### config.mk
export PLATFORM = sky130hd
export DESIGN_NAME = correlator_top
export DESIGN_NICKNAME = d
export VERILOG_FILES = /design/src/corr_pkg.sv /design/src/corr_if.sv /design/src/line_sampler.sv /design/src/corr_engine.sv /design/src/frame_tx.sv /design/src/correlator_top.sv
export SDC_FILE = /design/constraint.sdc
export NUM_CORES = 1
export LEC_CHECK = 0
export ABC_CLOCK_PERIOD_IN_PS = 9400
export BUFFER_PORTS_ARGS = -buffer_cell sky130_fd_sc_hd__buf_2
export CORE_UTILIZATION = 40
export CTS_CLUSTER_SIZE = 12
export DETAILED_ROUTE_END_ITERATION = 7
export HOLD_SLACK_MARGIN = 0.15
export PLACE_DENSITY_LB_ADDON = 0.2
export SKIP_LAST_GASP = 1
export SLEW_MARGIN = 20
export SYNTH_ARGS = -nofsm -noshare
export SYNTH_HDL_FRONTEND = slang
export SYNTH_HIERARCHICAL = 1
export SYNTH_SLANG_ARGS = --single-unit
### constraint.sdc
create_clock -name intclk -period 9.4 [get_ports intclk]
set_input_delay 0 -clock intclk [delete_from_list [all_inputs] [get_ports intclk]]
set_output_delay 0 -clock intclk [all_outputs]
set_load 0.03 [all_outputs]
### src/corr_pkg.sv
// correlator sizes and types
// shared by the sampler, the engine and the transmitter
package corr_pkg;

	localparam int NUM_INPUTS = 4;
	localparam int NUM_BASELINES = NUM_INPUTS * (NUM_INPUTS - 1) / 2;
	localparam int RESOLUTION = 16;
	localparam int TICK_CYCLES = 4;
	localparam int BAUD_CYCLES = 8;

	// totals, lag-one autocorrelations, then the baselines.
	localparam int NUM_COUNTS = 2 * NUM_INPUTS + NUM_BASELINES;

	// header byte, two bytes per count, four bytes of tick count.
	localparam int FRAME_BYTES = 1 + 2 * NUM_COUNTS + 4;
	localparam logic [3:0] FRAME_HEADER = 4'hA;

	localparam int TICK_W = $clog2(TICK_CYCLES);
	localparam int BAUD_W = $clog2(BAUD_CYCLES);
	localparam int BYTE_W = $clog2(FRAME_BYTES);

	typedef logic [NUM_INPUTS-1:0] lines_t;
	typedef logic [RESOLUTION-1:0] count_t;
	typedef logic [31:0] ticks_t;
	typedef logic [NUM_COUNTS*RESOLUTION-1:0] counts_t;
	typedef logic [FRAME_BYTES*8-1:0] frame_t;

	typedef enum logic [1:0] {
		IDLE,
		START,
		DATA,
		STOP
	} tx_state_t;

endpackage

### src/corr_if.sv
// correlator internal buses
// sample stream and frame snapshot
`timescale 1ns/1ps

interface sample_if import corr_pkg::*; ();

	logic tick; // one pulse per sample period.
	lines_t bits;
	logic win_start;
	logic win_end;

	modport source (
		output tick,
		output bits,
		output win_start,
		output win_end
	);

	modport sink (
		input tick,
		input bits,
		input win_start,
		input win_end
	);

endinterface

interface frame_if import corr_pkg::*; ();

	logic frame_valid;
	counts_t counts; // count k sits at bits k*RESOLUTION upward.
	ticks_t ticks;
	lines_t overflow;

	modport source (
		output frame_valid,
		output counts,
		output ticks,
		output overflow
	);

	modport sink (
		input frame_valid,
		input counts,
		input ticks,
		input overflow
	);

endinterface

### src/line_sampler.sv
// detector line sampler
// synchronizers, tick generator and window edges
`timescale 1ns/1ps

module line_sampler import corr_pkg::*; (
	input  logic     intclk,
	input  logic     rst_n,
	input  lines_t   line_in,
	input  logic     strobe,
	input  lines_t   invert,
	sample_if.source smp
);

	lines_t line_s1;
	lines_t line_s2;
	logic strobe_s1;
	logic strobe_s2;
	logic strobe_d;
	logic [TICK_W-1:0] tick_cnt;

	// two flops on every asynchronous input.
	always_ff @(posedge intclk or negedge rst_n) begin
		if (!rst_n) begin
			line_s1 <= '0;
			line_s2 <= '0;
			strobe_s1 <= 1'b0;
			strobe_s2 <= 1'b0;
			strobe_d <= 1'b0;
		end else begin
			line_s1 <= line_in;
			line_s2 <= line_s1;
			strobe_s1 <= strobe;
			strobe_s2 <= strobe_s1;
			strobe_d <= strobe_s2;
		end
	end

	assign smp.bits = line_s2 ^ invert; // per-line polarity flip.

	// the edge pulses come one cycle after the synchronized strobe moves.
	always_ff @(posedge intclk or negedge rst_n) begin
		if (!rst_n) begin
			smp.win_start <= 1'b0;
			smp.win_end <= 1'b0;
		end else begin
			smp.win_start <= strobe_s2 & ~strobe_d;
			smp.win_end <= ~strobe_s2 & strobe_d;
		end
	end

	// free running sample tick.
	always_ff @(posedge intclk or negedge rst_n) begin
		if (!rst_n) begin
			tick_cnt <= '0;
			smp.tick <= 1'b0;
		end else begin
			if (tick_cnt == TICK_W'(TICK_CYCLES - 1)) begin
				tick_cnt <= '0;
				smp.tick <= 1'b1;
			end else begin
				tick_cnt <= tick_cnt + 1'b1;
				smp.tick <= 1'b0;
			end
		end
	end

endmodule

### src/corr_engine.sv
// one-bit correlation engine
// saturating counters and frame snapshot
`timescale 1ns/1ps

module corr_engine import corr_pkg::*; (
	input  logic    intclk,
	input  logic    rst_n,
	sample_if.sink  smp,
	frame_if.source frm
);

	logic win_open;
	logic first_tick; // no previous sample yet in this window.
	logic step;
	logic [NUM_COUNTS-1:0] inc;
	lines_t prev;
	lines_t ovf;
	ticks_t ticks;
	count_t cnt [NUM_COUNTS];

	// the tick that coincides with the closing edge is not counted.
	assign step = smp.tick & win_open & ~smp.win_end;

	always_comb begin
		int k;
		k = 2 * NUM_INPUTS;
		for (int i = 0; i < NUM_INPUTS; i++) begin
			inc[i] = smp.bits[i];
			inc[NUM_INPUTS + i] = smp.bits[i] & prev[i] & ~first_tick;
		end
		// baselines in the order (0,1) (0,2) (0,3) (1,2) (1,3) (2,3).
		for (int a = 0; a < NUM_INPUTS; a++) begin
			for (int b = a + 1; b < NUM_INPUTS; b++) begin
				inc[k] = smp.bits[a] & smp.bits[b];
				k++;
			end
		end
	end

	always_ff @(posedge intclk or negedge rst_n) begin
		if (!rst_n) begin
			win_open <= 1'b0;
			first_tick <= 1'b0;
			frm.frame_valid <= 1'b0;
		end else begin
			frm.frame_valid <= smp.win_end & win_open; // lines up with the snapshot.
			if (smp.win_start) begin
				win_open <= 1'b1;
				first_tick <= 1'b1;
			end else if (smp.win_end) begin
				win_open <= 1'b0;
			end else if (step) begin
				first_tick <= 1'b0;
			end
		end
	end

	// counters are cleared at every window start.
	always_ff @(posedge intclk) begin
		if (smp.win_start) begin
			prev <= '0;
			ovf <= '0;
			ticks <= '0;
			for (int k = 0; k < NUM_COUNTS; k++) begin
				cnt[k] <= '0;
			end
		end else if (step) begin
			prev <= smp.bits;
			if (ticks != '1) begin
				ticks <= ticks + 1'b1;
			end
			for (int k = 0; k < NUM_COUNTS; k++) begin
				if (inc[k] && cnt[k] != '1) begin
					cnt[k] <= cnt[k] + 1'b1;
				end
			end
			// a total that is already at its maximum flags its line.
			for (int i = 0; i < NUM_INPUTS; i++) begin
				ovf[i] <= ovf[i] | (inc[i] & (cnt[i] == '1));
			end
		end
	end

	always_ff @(posedge intclk) begin
		if (smp.win_end && win_open) begin
			for (int k = 0; k < NUM_COUNTS; k++) begin
				frm.counts[k*RESOLUTION +: RESOLUTION] <= cnt[k];
			end
			frm.ticks <= ticks;
			frm.overflow <= ovf;
		end
	end

endmodule

### src/frame_tx.sv
// frame transmitter
// bytes out as 8N1 UART
`timescale 1ns/1ps

module frame_tx import corr_pkg::*; (
	input  logic  intclk,
	input  logic  rst_n,
	frame_if.sink frm,
	output logic  tx,
	output logic  busy
);

	tx_state_t state;
	logic [BAUD_W-1:0] baud_cnt;
	logic [2:0] bit_idx;
	logic [BYTE_W-1:0] byte_idx;
	logic bit_end;
	frame_t frame_buf; // byte 0 in the low bits, shifted out LSB first.

	assign bit_end = (baud_cnt == BAUD_W'(BAUD_CYCLES - 1));
	assign busy = (state != IDLE);

	always_comb begin
		case (state)
			START: tx = 1'b0;
			DATA: tx = frame_buf[0];
			default: tx = 1'b1; // idle and stop are mark level.
		endcase
	end

	always_ff @(posedge intclk or negedge rst_n) begin
		if (!rst_n) begin
			state <= IDLE;
			baud_cnt <= '0;
			bit_idx <= '0;
			byte_idx <= '0;
		end else begin
			if (state == IDLE || bit_end) begin
				baud_cnt <= '0;
			end else begin
				baud_cnt <= baud_cnt + 1'b1;
			end

			case (state)
				IDLE: begin
					if (frm.frame_valid) begin // frames arriving while busy are lost.
						state <= START;
						byte_idx <= '0;
					end
				end
				START: begin
					if (bit_end) begin
						state <= DATA;
						bit_idx <= '0;
					end
				end
				DATA: begin
					if (bit_end) begin
						bit_idx <= bit_idx + 1'b1;
						if (bit_idx == 3'd7) begin
							state <= STOP;
						end
					end
				end
				STOP: begin
					if (bit_end) begin
						if (byte_idx == BYTE_W'(FRAME_BYTES - 1)) begin
							state <= IDLE;
						end else begin
							byte_idx <= byte_idx + 1'b1;
							state <= START;
						end
					end
				end
				default: state <= IDLE;
			endcase
		end
	end

	// header, then counts low byte first, then the tick count.
	always_ff @(posedge intclk) begin
		if (state == IDLE && frm.frame_valid) begin
			frame_buf <= {frm.ticks, frm.counts, FRAME_HEADER, frm.overflow};
		end else if (state == DATA && bit_end) begin
			frame_buf <= frame_buf >> 1;
		end
	end

endmodule

### src/correlator_top.sv
// one-bit correlator top level
// sampler, engine and UART transmitter
`timescale 1ns/1ps

module correlator_top import corr_pkg::*; (
	input  logic   intclk,
	input  logic   rst_n,
	input  lines_t line_in,
	input  lines_t invert,
	input  logic   strobe,
	output logic   tx,
	output logic   busy
);

	sample_if smp_bus ();
	frame_if frm_bus ();

	line_sampler u_sampler (
		.intclk  (intclk),
		.rst_n   (rst_n),
		.line_in (line_in),
		.strobe  (strobe),
		.invert  (invert),
		.smp     (smp_bus.source)
	);

	corr_engine u_engine (
		.intclk (intclk),
		.rst_n  (rst_n),
		.smp    (smp_bus.sink),
		.frm    (frm_bus.source)
	);

	// busy stays high for the whole frame.
	frame_tx u_tx (
		.intclk (intclk),
		.rst_n  (rst_n),
		.frm    (frm_bus.sink),
		.tx     (tx),
		.busy   (busy)
	);

endmodule

After elaboration in Yosys (flattened, before gate mapping)
Memory sizes are Yosys's and may differ from the RTL's.
Cells that the tools add are included.
{"block": "word_totals", "mem_bits_rw": 224, "in_bits": 11, "memories": 1, "reg_bits": 597, "elab_cells": 250}
{"memory": "u_engine.cnt", "depth": 14, "width": 16, "read_ports": 14, "rd_ports_with_merged_regs": 0, "write_ports": 14, "line": "corr_engine.sv:19", "text": "count_t cnt [NUM_COUNTS];"}
{"block": "classes", "n_reduce_logical": 30, "add_sub_neg": 19, "n_eq_ne": 33, "muxes": 97, "bitwise_logic": 46}
{"cell": "264-bit two-way mux", "count": 2}
{"cell": "16-bit by 1-bit adder with 16-bit output, second input constant", "count": 14}
{"cell": "16-bit two-way mux", "count": 14}
{"cell": "16-bit inequality test, second input constant", "count": 14}
{"cell": "1-bit two-way mux", "count": 65}
{"cell": "16-bit == test, second input constant", "count": 4}
{"cell": "32-bit by 1-bit adder with 32-bit output, second input constant", "count": 1}
{"cell": "32-bit inequality test, second input constant", "count": 1}
{"cell": "1-bit bitwise AND", "count": 23}
{"cell": "6-bit two-way mux", "count": 3}
{"cell": "1-bit bitwise OR", "count": 18}
{"cell": "1-bit logical AND", "count": 17}
{"cell": "2-bit two-way mux", "count": 6}
{"cell": "6-bit case mux with 2 select lines", "count": 1}
{"cell": "2-bit nonzero test", "count": 6}
{"cell": "2-bit by 1-bit inequality test with 1-bit output, second input constant", "count": 5}
{"cell": "3-bit two-way mux", "count": 3}
{"cell": "2-bit case mux with 4 select lines", "count": 1}
{"cell": "3-bit by 1-bit adder with 3-bit output, second input constant", "count": 2}
{"cell": "6-bit by 1-bit adder with 6-bit output, second input constant", "count": 1}
{"cell": "2-bit == test, second input constant", "count": 3}
{"cell": "3-bit == test, second input constant", "count": 2}
{"cell": "6-bit == test, second input constant", "count": 1}
{"cell": "3-bit case mux with 2 select lines", "count": 1}
{"cell": "12 further kinds", "count": 17}

Depth between registers and ports, before layout
Gate-level depths: netlist of the first run.
{"block": "logic_depth", "ltp_word": 9, "ltp_mapped": 9, "depth_no_buf": 6}

Modules after synthesis
Netlist of the first run, hierarchy kept.
{"mod": "corr_engine", "area_each_um2": 21441.8, "cells_each": 1546, "seq_area_each_um2": 15409.8, "instances": 1}
{"mod": "frame_tx", "area_each_um2": 11627.4, "cells_each": 708, "seq_area_each_um2": 8237.9, "instances": 1}
{"mod": "line_sampler", "area_each_um2": 466.7, "cells_each": 24, "seq_area_each_um2": 400.4, "instances": 1}

Worst setup path before layout of the first run
OpenSTA, ideal clock, no wires.
{"block": "synth_path", "kind": "reg-to-reg", "startpoint": "register u_tx.baud_cnt[0]", "endpoint": "register u_tx.frame_buf[0] (enable)", "period_less_slack_ns": 7.236, "t_arrival_ns": 5.245, "setup_ns": 1.991, "setup_slack_ns": 2.164, "path_buffers": 0, "path_stages_with_launch": 5, "cell_sequence": "dfrtp_1 > ha_1 > ha_1 > nand2_1 > nand2_1"}
{"block": "synth_between", "elab_chain_len": 3}
{"element": "start, declared", "line": "frame_tx.sv:14", "text": "logic [BAUD_W-1:0] baud_cnt;"}
{"element": "start signal, assigned", "line": "frame_tx.sv:41", "text": "baud_cnt <= baud_cnt + 1'b1;"}
{"element": "3-bit == test", "line": "frame_tx.sv:20", "text": "assign bit_end = (baud_cnt == BAUD_W'(BAUD_CYCLES - 1));"}
{"element": "1-bit logical AND", "line": "frame_tx.sv:84", "text": "end else if (state == DATA && bit_end) begin"}
{"element": "2-bit nonzero test (no line)"}
{"element": "end signal, assigned", "line": "frame_tx.sv:83", "text": "frame_buf <= {frm.ticks, frm.counts, FRAME_HEADER, frm.overflow};"}
{"element": "end signal, assigned", "line": "frame_tx.sv:85", "text": "frame_buf <= frame_buf >> 1;"}
{"element": "end, declared", "line": "frame_tx.sv:18", "text": "frame_t frame_buf;"}
No other way between the ends.
A chain may end at the register's enable or synchronous reset.

Worst setup path after layout of the first run
{"block": "layout_path", "startpoint": "register u_tx.state[0]", "endpoint": "register u_tx.frame_buf[125], data pin"}
{"block": "layout_between", "elab_chain_len": 3}
{"element": "start, declared", "line": "frame_tx.sv:13", "text": "tx_state_t state;"}
{"element": "start signal, assigned", "line": "frame_tx.sv:33", "text": "state <= IDLE;"}
{"element": "start signal, assigned", "line": "frame_tx.sv:47", "text": "state <= START;"}
{"element": "start signal, assigned", "line": "frame_tx.sv:53", "text": "state <= DATA;"}
{"element": "2-bit zero test", "line": "frame_tx.sv:82", "text": "if (state == IDLE && frm.frame_valid) begin"}
{"element": "1-bit logical AND", "line": "frame_tx.sv:82"}
{"element": "264-bit two-way mux", "line": "frame_tx.sv:82"}
No other way between the ends.

==> results of run 1 <==
[timing repair]
item | CTS | global route
resized for setup | 0 | 0
hold buffers | 17 | 0
endpoints found under the hold margin | 48 | 0
[synthesized netlist by cell type, types with 17 or more instances]
master | instances | area (um2)
a21oi_1 | 37 | 185.2
a22o_1 | 260 | 2277
and3_1 | 29 | 181.4
and4_1 | 20 | 175.2
buf_2 | 41 | 205.2
buf_4 | 17 | 127.6
clkbuf_1 | 24 | 90.09
dfrtp_1 | 33 | 825.8
dfxtp_1 | 44 | 880.8
edfxtp_1 | 744 | 22340
ha_1 | 27 | 337.8
inv_1 | 33 | 123.9
nand2_1 | 100 | 375.4
nand3_1 | 107 | 535.5
nand4_1 | 48 | 300.3
nor2_1 | 277 | 1040
nor3_1 | 30 | 150.1
o21ai_0 | 21 | 105.1
or3_1 | 21 | 131.4
xnor2_1 | 78 | 683.2
xor2_1 | 120 | 1051
[cells by family after synthesis]
group	synth area share [%]
adder cells (fa/ha/maj)	1.007
flip-flops	71.71
AO/OA/AOI/OAI	9.074
AND/OR/NAND/NOR	10.63
XOR/XNOR	5.171
multiplexers	0.1567
buffers and inverters	2.250
[sequential cells by signal, indices dropped and copies added (netlist names), 4 cells and up]
| name | count |
|---|---|
| u_sampler/line_s1 | 4 |
| u_tx/byte_idx | 6 |
| u_engine/cnt | 224 |
| u_engine/frm.ticks | 32 |
| u_engine/prev | 4 |
| u_engine/frm.overflow | 4 |
| u_sampler/line_s2 | 4 |
| u_engine/ticks | 32 |
| u_engine/ovf | 4 |
| u_tx/frame_buf | 264 |
| u_engine/frm.counts | 224 |
[worst max-delay path by stage]
stage	from	end	slack, ns
2_1_floorplan	u_tx/baud_cnt[0]$_DFF_PN0_	u_tx/frame_buf[0]$_DFFE_PP_	2.16
3_3_place_gp	u_tx/state[0]$_DFFE_PN0P_	u_tx/frame_buf[120]$_DFFE_PP_	5.64
3_5_place_dp	u_tx/state[0]$_DFFE_PN0P_	u_tx/frame_buf[122]$_DFFE_PP_	5.51
4_1_cts	u_tx/state[0]$_DFFE_PN0P_	u_tx/frame_buf[131]$_DFFE_PP_	5.47
5_1_grt	u_tx/state[0]$_DFFE_PN0P_	u_tx/frame_buf[111]$_DFFE_PP_	5.24
6_report	u_tx/state[0]$_DFFE_PN0P_	u_tx/frame_buf[125]$_DFFE_PP_	5.55
[cell type report]
class                           count  area (um2)
Fill cell                        7252       45010
Sequential cell                   821       24050
Multi-Input combinational cell   1317        8743
Clock buffer                      129        2467
Tap cell                         1070        1339
Timing Repair Buffer               52       420.4
Clock inverter                     31       331.6
Inverter                           38       145.1
[worst max-delay path: stages, from the launching register on]
cell and delay [ns]:
dfrtp_1 0.40, inv_1 0.13, ha_1 0.41, inv_4 0.10
nor2_8 0.76, buf_4 0.80, buf_4 0.72, a22o_1 0.26
[stage by stage]
| step | util [%] | area (um2) | hold slack (ns) |
|---|---|---|---|
| 6_report | 45.45 | 37500 | 0.3431 |
| 5_1_grt | 45.45 | 37500 | 0.3443 |
| 4_1_cts | 45.44 | 37490 | 0.3455 |
| 3_5_place_dp | 41.83 | 34510 | 0.1094 |
| 3_3_place_gp | 41.83 | 34510 | 0.1090 |
| 2_1_floorplan | - | 33540 | -0.2956 |
[power by group through the flow]
stage	logic (mW)	clock network, mW	registers [mW]
3_3_place_gp	0.500	0	4.46
6_report	0.522	3.34	4.39
4_1_cts	0.532	3.44	4.40
2_1_floorplan	0.402	0	4.47
5_1_grt	0.585	3.58	4.42
3_5_place_dp	0.525	0	4.47
[layer usage]
| layer | global-route usage (%) | routed length [um] |
|---|---|---|
| met1 | 20.22 | 29000 |
| met2 | 23.01 | 28320 |
| met3 | 2.459 | 2092 |
| met4 | 4.313 | 1341 |
| met5 | 0 | 0 |
==> results.cfg, run 1 <==
[place]
place_inst = 3281
dp_slack_ns = 5.509
place.gp.congestion = 0.7673
io_buffers = 12
dp_hpwl_mm = 34.94

[drt]
wl_mm = 60.75
wl_per_cell_um = 17.57
via_count = 18430
drc = 0
first_iter_violations = 1121
ant_nets = 0
vias_per_cell = 5.331
first_pass_iters = 5

[yosys]
ys.flop_type = edfxtp_1
synth_seq_cells = 821
ys.warnings.count = 6
postSynthNetCount = 2316
yosysSeqAreaShare_pct = 71.71
ys_types = 78
synthCells = 2278
synth-edff-count = 744
syn_area_um2 = 33540
synthArstFlopShare_pct = 4.019
syn_avg_cell_area_um2 = 14.72

[worst_setup_path]
required_ns = 9.87
rrSetupSlack_ns = 5.55
start_kind = flip-flop
worstSetupPathType = flip-flop to flip-flop
r2r-end = u_tx/frame_buf[125]$_DFFE_PP_
reg2reg_from = u_tx/state[0]$_DFFE_PN0P_
r2r_cells = 7
critPathMaxFanout = 75
cp_data_arrival_time_ns = 4.32
cp-end-kind = flip-flop

[final_layout]
final_layout_size_suffix_gt1_share_pct = 7.915
layout_commonest_cell = edfxtp_1
layout_common_cells = edfxtp_1, nor2_1, a22o_1, xor2_1, nand3_1
antenna_cells = 0
fin_nets = 2355
instances_no_fill = 3458
syn_to_final_growth_pct = 11.82

[floorplan]
row_count = 105
ios = 13
core_um2 = 82500
dieArea_um2 = 85000
die_h_um = 291.6
initial_core_util_pct = 40.65
die_w_um = 291.6

[power_and_ir_drop]
design_power_total_mw = 8.257
p_int_mw = 6.397
total_leakage_power_nw = 12.45
ir_worst_vdd_mv = 0.1731
comb_power_share_pct = 6.3
p_seq_share_pct = 53.2
power_switching_mw = 1.860
power.density_nw_per_um2 = 220.2
p_sw_share_pct = 22.53
clkPwrFrac_pct = 40.5

[cts]
cts.sinks = 821
htree_levels = 3
cts_max_path_buffers = 3
clk_latency_ns = 0.64
clk_pin_slew_ns = 0.06
cts_inserted_buffers = 87
post_cts.repair.setup_buffers = 0
clockRootBuffer = clkbuf_16
cts_tree = done

[hold_path]
holdPathEnd = u_sampler/line_s2[1]$_DFF_PN0_
hp-start = u_sampler/line_s1[1]$_DFF_PN0_
whs_path_depth = 0
hp-class = flip-flop to flip-flop

[grt]
antenna_found_initial = 0
grt_overflow = 0
grt_pass1_wl_mm = 99.42
grt_max_degree = 99
grt_pass1_vias = 18350
grt_util_all_layers_pct = 14.43

[timing]
setup_viol = 0
max_freq_ghz = 0.2597
worstMarginPinSlew_ns = 1.041
clock_skew_ns = 0.03015
setup_slack_ns = 5.550
max_slew_margin_pct = 30.58
final_max_slew_viol_count = 0
tns_ns = 0
period_share_pct = 40.96
final_hold_viol_count = 0
min_period_ns = 3.850
rsz0062_at_grt = false

[run]
maxCapViolCount = 0

[outcome]
status = finished clean
(Power assumes the default switching activity.)
==> run 2: changes to the inputs <==
--- a/config.mk
+++ b/config.mk
@@ -5,7 +5,7 @@
 export SDC_FILE = /design/constraint.sdc
 export NUM_CORES = 1
 export LEC_CHECK = 0
-export ABC_CLOCK_PERIOD_IN_PS = 9400
+export ABC_CLOCK_PERIOD_IN_PS = 3650
 export BUFFER_PORTS_ARGS = -buffer_cell sky130_fd_sc_hd__buf_2
 export CORE_UTILIZATION = 40
 export CTS_CLUSTER_SIZE = 12
==> constraint.sdc (replaced) <==
create_clock -name intclk -period 3.65 [get_ports intclk]
set_input_delay 0 -clock intclk [delete_from_list [all_inputs] [get_ports intclk]]
set_output_delay 0 -clock intclk [all_outputs]
set_load 0.03 [all_outputs]
==> run 2 against run 1 <==
Effect of this change:
- non-clock buffer count increased by 14
- hold slack better by 0.0098 ns
- critical path type unchanged
- first-iteration DRC count up 1.8%
- combinational power rose to 2.6 times the previous value
- count of clock-buffer cells in the layout fell by 11
==> results.cfg, run 2 (synthesis gave the netlist of run 1 again) <==
[outcome]
status = finished clean

[cts]
cts_tree = done
clk_pin_slew_ns = 0.06
cts_inserted_buffers = 88
cts_max_path_buffers = 3
post_cts.repair.setup_buffers = 0
cts-resized-gates = 0
cts.sinks = 821
clockRootBuffer = clkbuf_16
clk_latency_ns = 0.65
htree_levels = 3

[drt]
wl_per_cell_um = 17.23
wl_mm = 59.79
first_pass_iters = 5
drc = 0
via_count = 18400
ant_nets = 0
first_iter_violations = 1141
vias_per_cell = 5.300

[timing]
setup_viol = 0
final_max_slew_viol_count = 0
clock_skew_ns = 0.02937
tns_ns = 0
min_period_ns = 2.714
period_share_pct = 74.37
worstMarginPinSlew_ns = 1.120
max_freq_ghz = 0.3684
rsz0062_at_grt = false
final_hold_viol_count = 0
max_slew_margin_pct = 25.34

[grt]
grt_overflow = 0
grt_pass1_wl_mm = 98.50
grt_util_all_layers_pct = 14.23
grt_max_degree = 193
antenna_found_initial = 0
grt_pass1_vias = 18390

[final_layout]
antenna_cells = 0
layout_commonest_cell = edfxtp_1
utilization_pct = 45.62
final_layout_size_suffix_gt1_share_pct = 8.330
layout_common_cells = edfxtp_1, nor2_1, a22o_1, xor2_1, nand3_1
fin_nets = 2370
regMostFlops = u_tx/frame_buf
syn_to_final_growth_pct = 12.25
largest_reg_flops = 264
reg_top3 = u_tx/frame_buf x264, u_engine/cnt x224, u_engine/frm.counts x224

[power_and_ir_drop]
power.density_nw_per_um2 = 563.1
comb_power_share_pct = 6.5
p_int_mw = 16.38
p_seq_share_pct = 53.4
total_leakage_power_nw = 12.52
clkPwrFrac_pct = 40.1
power_switching_mw = 4.817
p_sw_share_pct = 22.72
ir_worst_vdd_mv = 0.3863

[worst_setup_path]
cp_cell_sequence = and3b_1 -> buf_4 -> and3_2 -> o311ai_4 -> or4_1 -> a21oi_1
cp-end-kind = flip-flop
critical_path_buf_inv_count = 1
crit_slowest_cell = and3b_1
cpLargestDelayFamily = simple AND/OR/NAND/NOR gates
start_kind = flip-flop
r2r-end = u_engine/ticks[22]$_SDFFE_PP0P_
cpPeakStageDelay_ns = 0.76
r2r_cells = 6
worstSetupPathType = flip-flop to flip-flop
reg2reg_from = u_sampler/smp.win_end$_DFF_PN0_
cp_data_arrival_time_ns = 3.28
critPathMaxFanout = 15
required_ns = 4.22
rrSetupSlack_ns = 0.94

[floorplan]
row_count = 105
ios = 13
core_um2 = 82500
initial_core_util_pct = 40.65
die_h_um = 291.6
die_w_um = 291.6
dieArea_um2 = 85000

[hold_path]
holdPathEnd = u_sampler/line_s2[2]$_DFF_PN0_
whs_path_depth = 0
hp-class = flip-flop to flip-flop
hp-start = u_sampler/line_s1[2]$_DFF_PN0_

[place]
io_buffers = 12
dp_hpwl_mm = 35.27
place.gp.congestion = 0.7501

[run]
maxCapViolCount = 0
run 2: routing by layer:
metal  share of wire [%]  track usage (%)  vias to the layer above
li1                    -                -                     8812
met3                 4.0            2.710                       94
met1                  47            19.44                     9166
met2                  47            22.90                      326
met5                   0                0                        -
met4                 2.2            4.557                        0
run 2: power groups by stage:
stage | clock (mW) | sequential (mW) | combinational (mW)
after global routing | 9.15 | 11.4 | 1.53
after floorplan | 0 | 11.4 | 1.04
after global placement | 0 | 11.5 | 1.33
after CTS | 8.78 | 11.3 | 1.40
final | 8.50 | 11.3 | 1.37
after detailed placement | 0 | 11.5 | 1.38
run 2: repair_timing:
action	CTS	global route
endpoints found under the hold margin	48	0
hold buffers	17	0
setup endpoints to repair	0	0
run 2: worst max-delay path by stage:
stage / startpoint / to / slack (ns) / cells past startpoint
final: u_sampler/smp.win_end$_DFF_PN0_ / u_engine/ticks[22]$_SDFFE_PP0P_ / 0.94 / 6
after global routing: u_sampler/smp.win_end$_DFF_PN0_ / u_engine/cnt[1][1]$_SDFFCE_PN0P_ / 0.74 / 5
after CTS: u_sampler/smp.win_end$_DFF_PN0_ / u_engine/ticks[22]$_SDFFE_PP0P_ / 0.91 / 6
after detailed placement: u_sampler/smp.win_end$_DFF_PN0_ / u_engine/ticks[22]$_SDFFE_PP0P_ / 0.94 / 6
after global placement: u_sampler/smp.win_end$_DFF_PN0_ / u_engine/ticks[22]$_SDFFE_PP0P_ / 1.00 / 6
after floorplan: u_tx/state[0]$_DFFE_PN0P_ / u_tx/frame_buf[0]$_DFFE_PP_ / 0.48 / 4
run 2: layout make-up:
| cell class | instances | area [um2] |
|---|---|---|
| Inverter | 38 | 145.1 |
| Clock inverter | 41 | 360.3 |
| Tap cell | 1070 | 1339 |
| Multi-Input combinational cell | 1317 | 8752 |
| Timing Repair Buffer | 66 | 618.1 |
| Clock buffer | 118 | 2376 |
| Sequential cell | 821 | 24050 |
| Fill cell | 7195 | 44860 |
run 2: stage by stage:
step	power (mW)	setup WS [ns]	area (um2)	hold WS, ns	instances
after global placement	12.82	1.003	34730	0.1077	3295
after detailed placement	12.88	0.9383	34730	0.1093	3295
after global routing	22.07	0.7379	37640	0.3674	3471
after floorplan	12.44	0.4802	33550	-0.2956	2278
after CTS	21.50	0.9077	37640	0.3388	3471
final	21.20	0.9356	37640	0.3529	3471
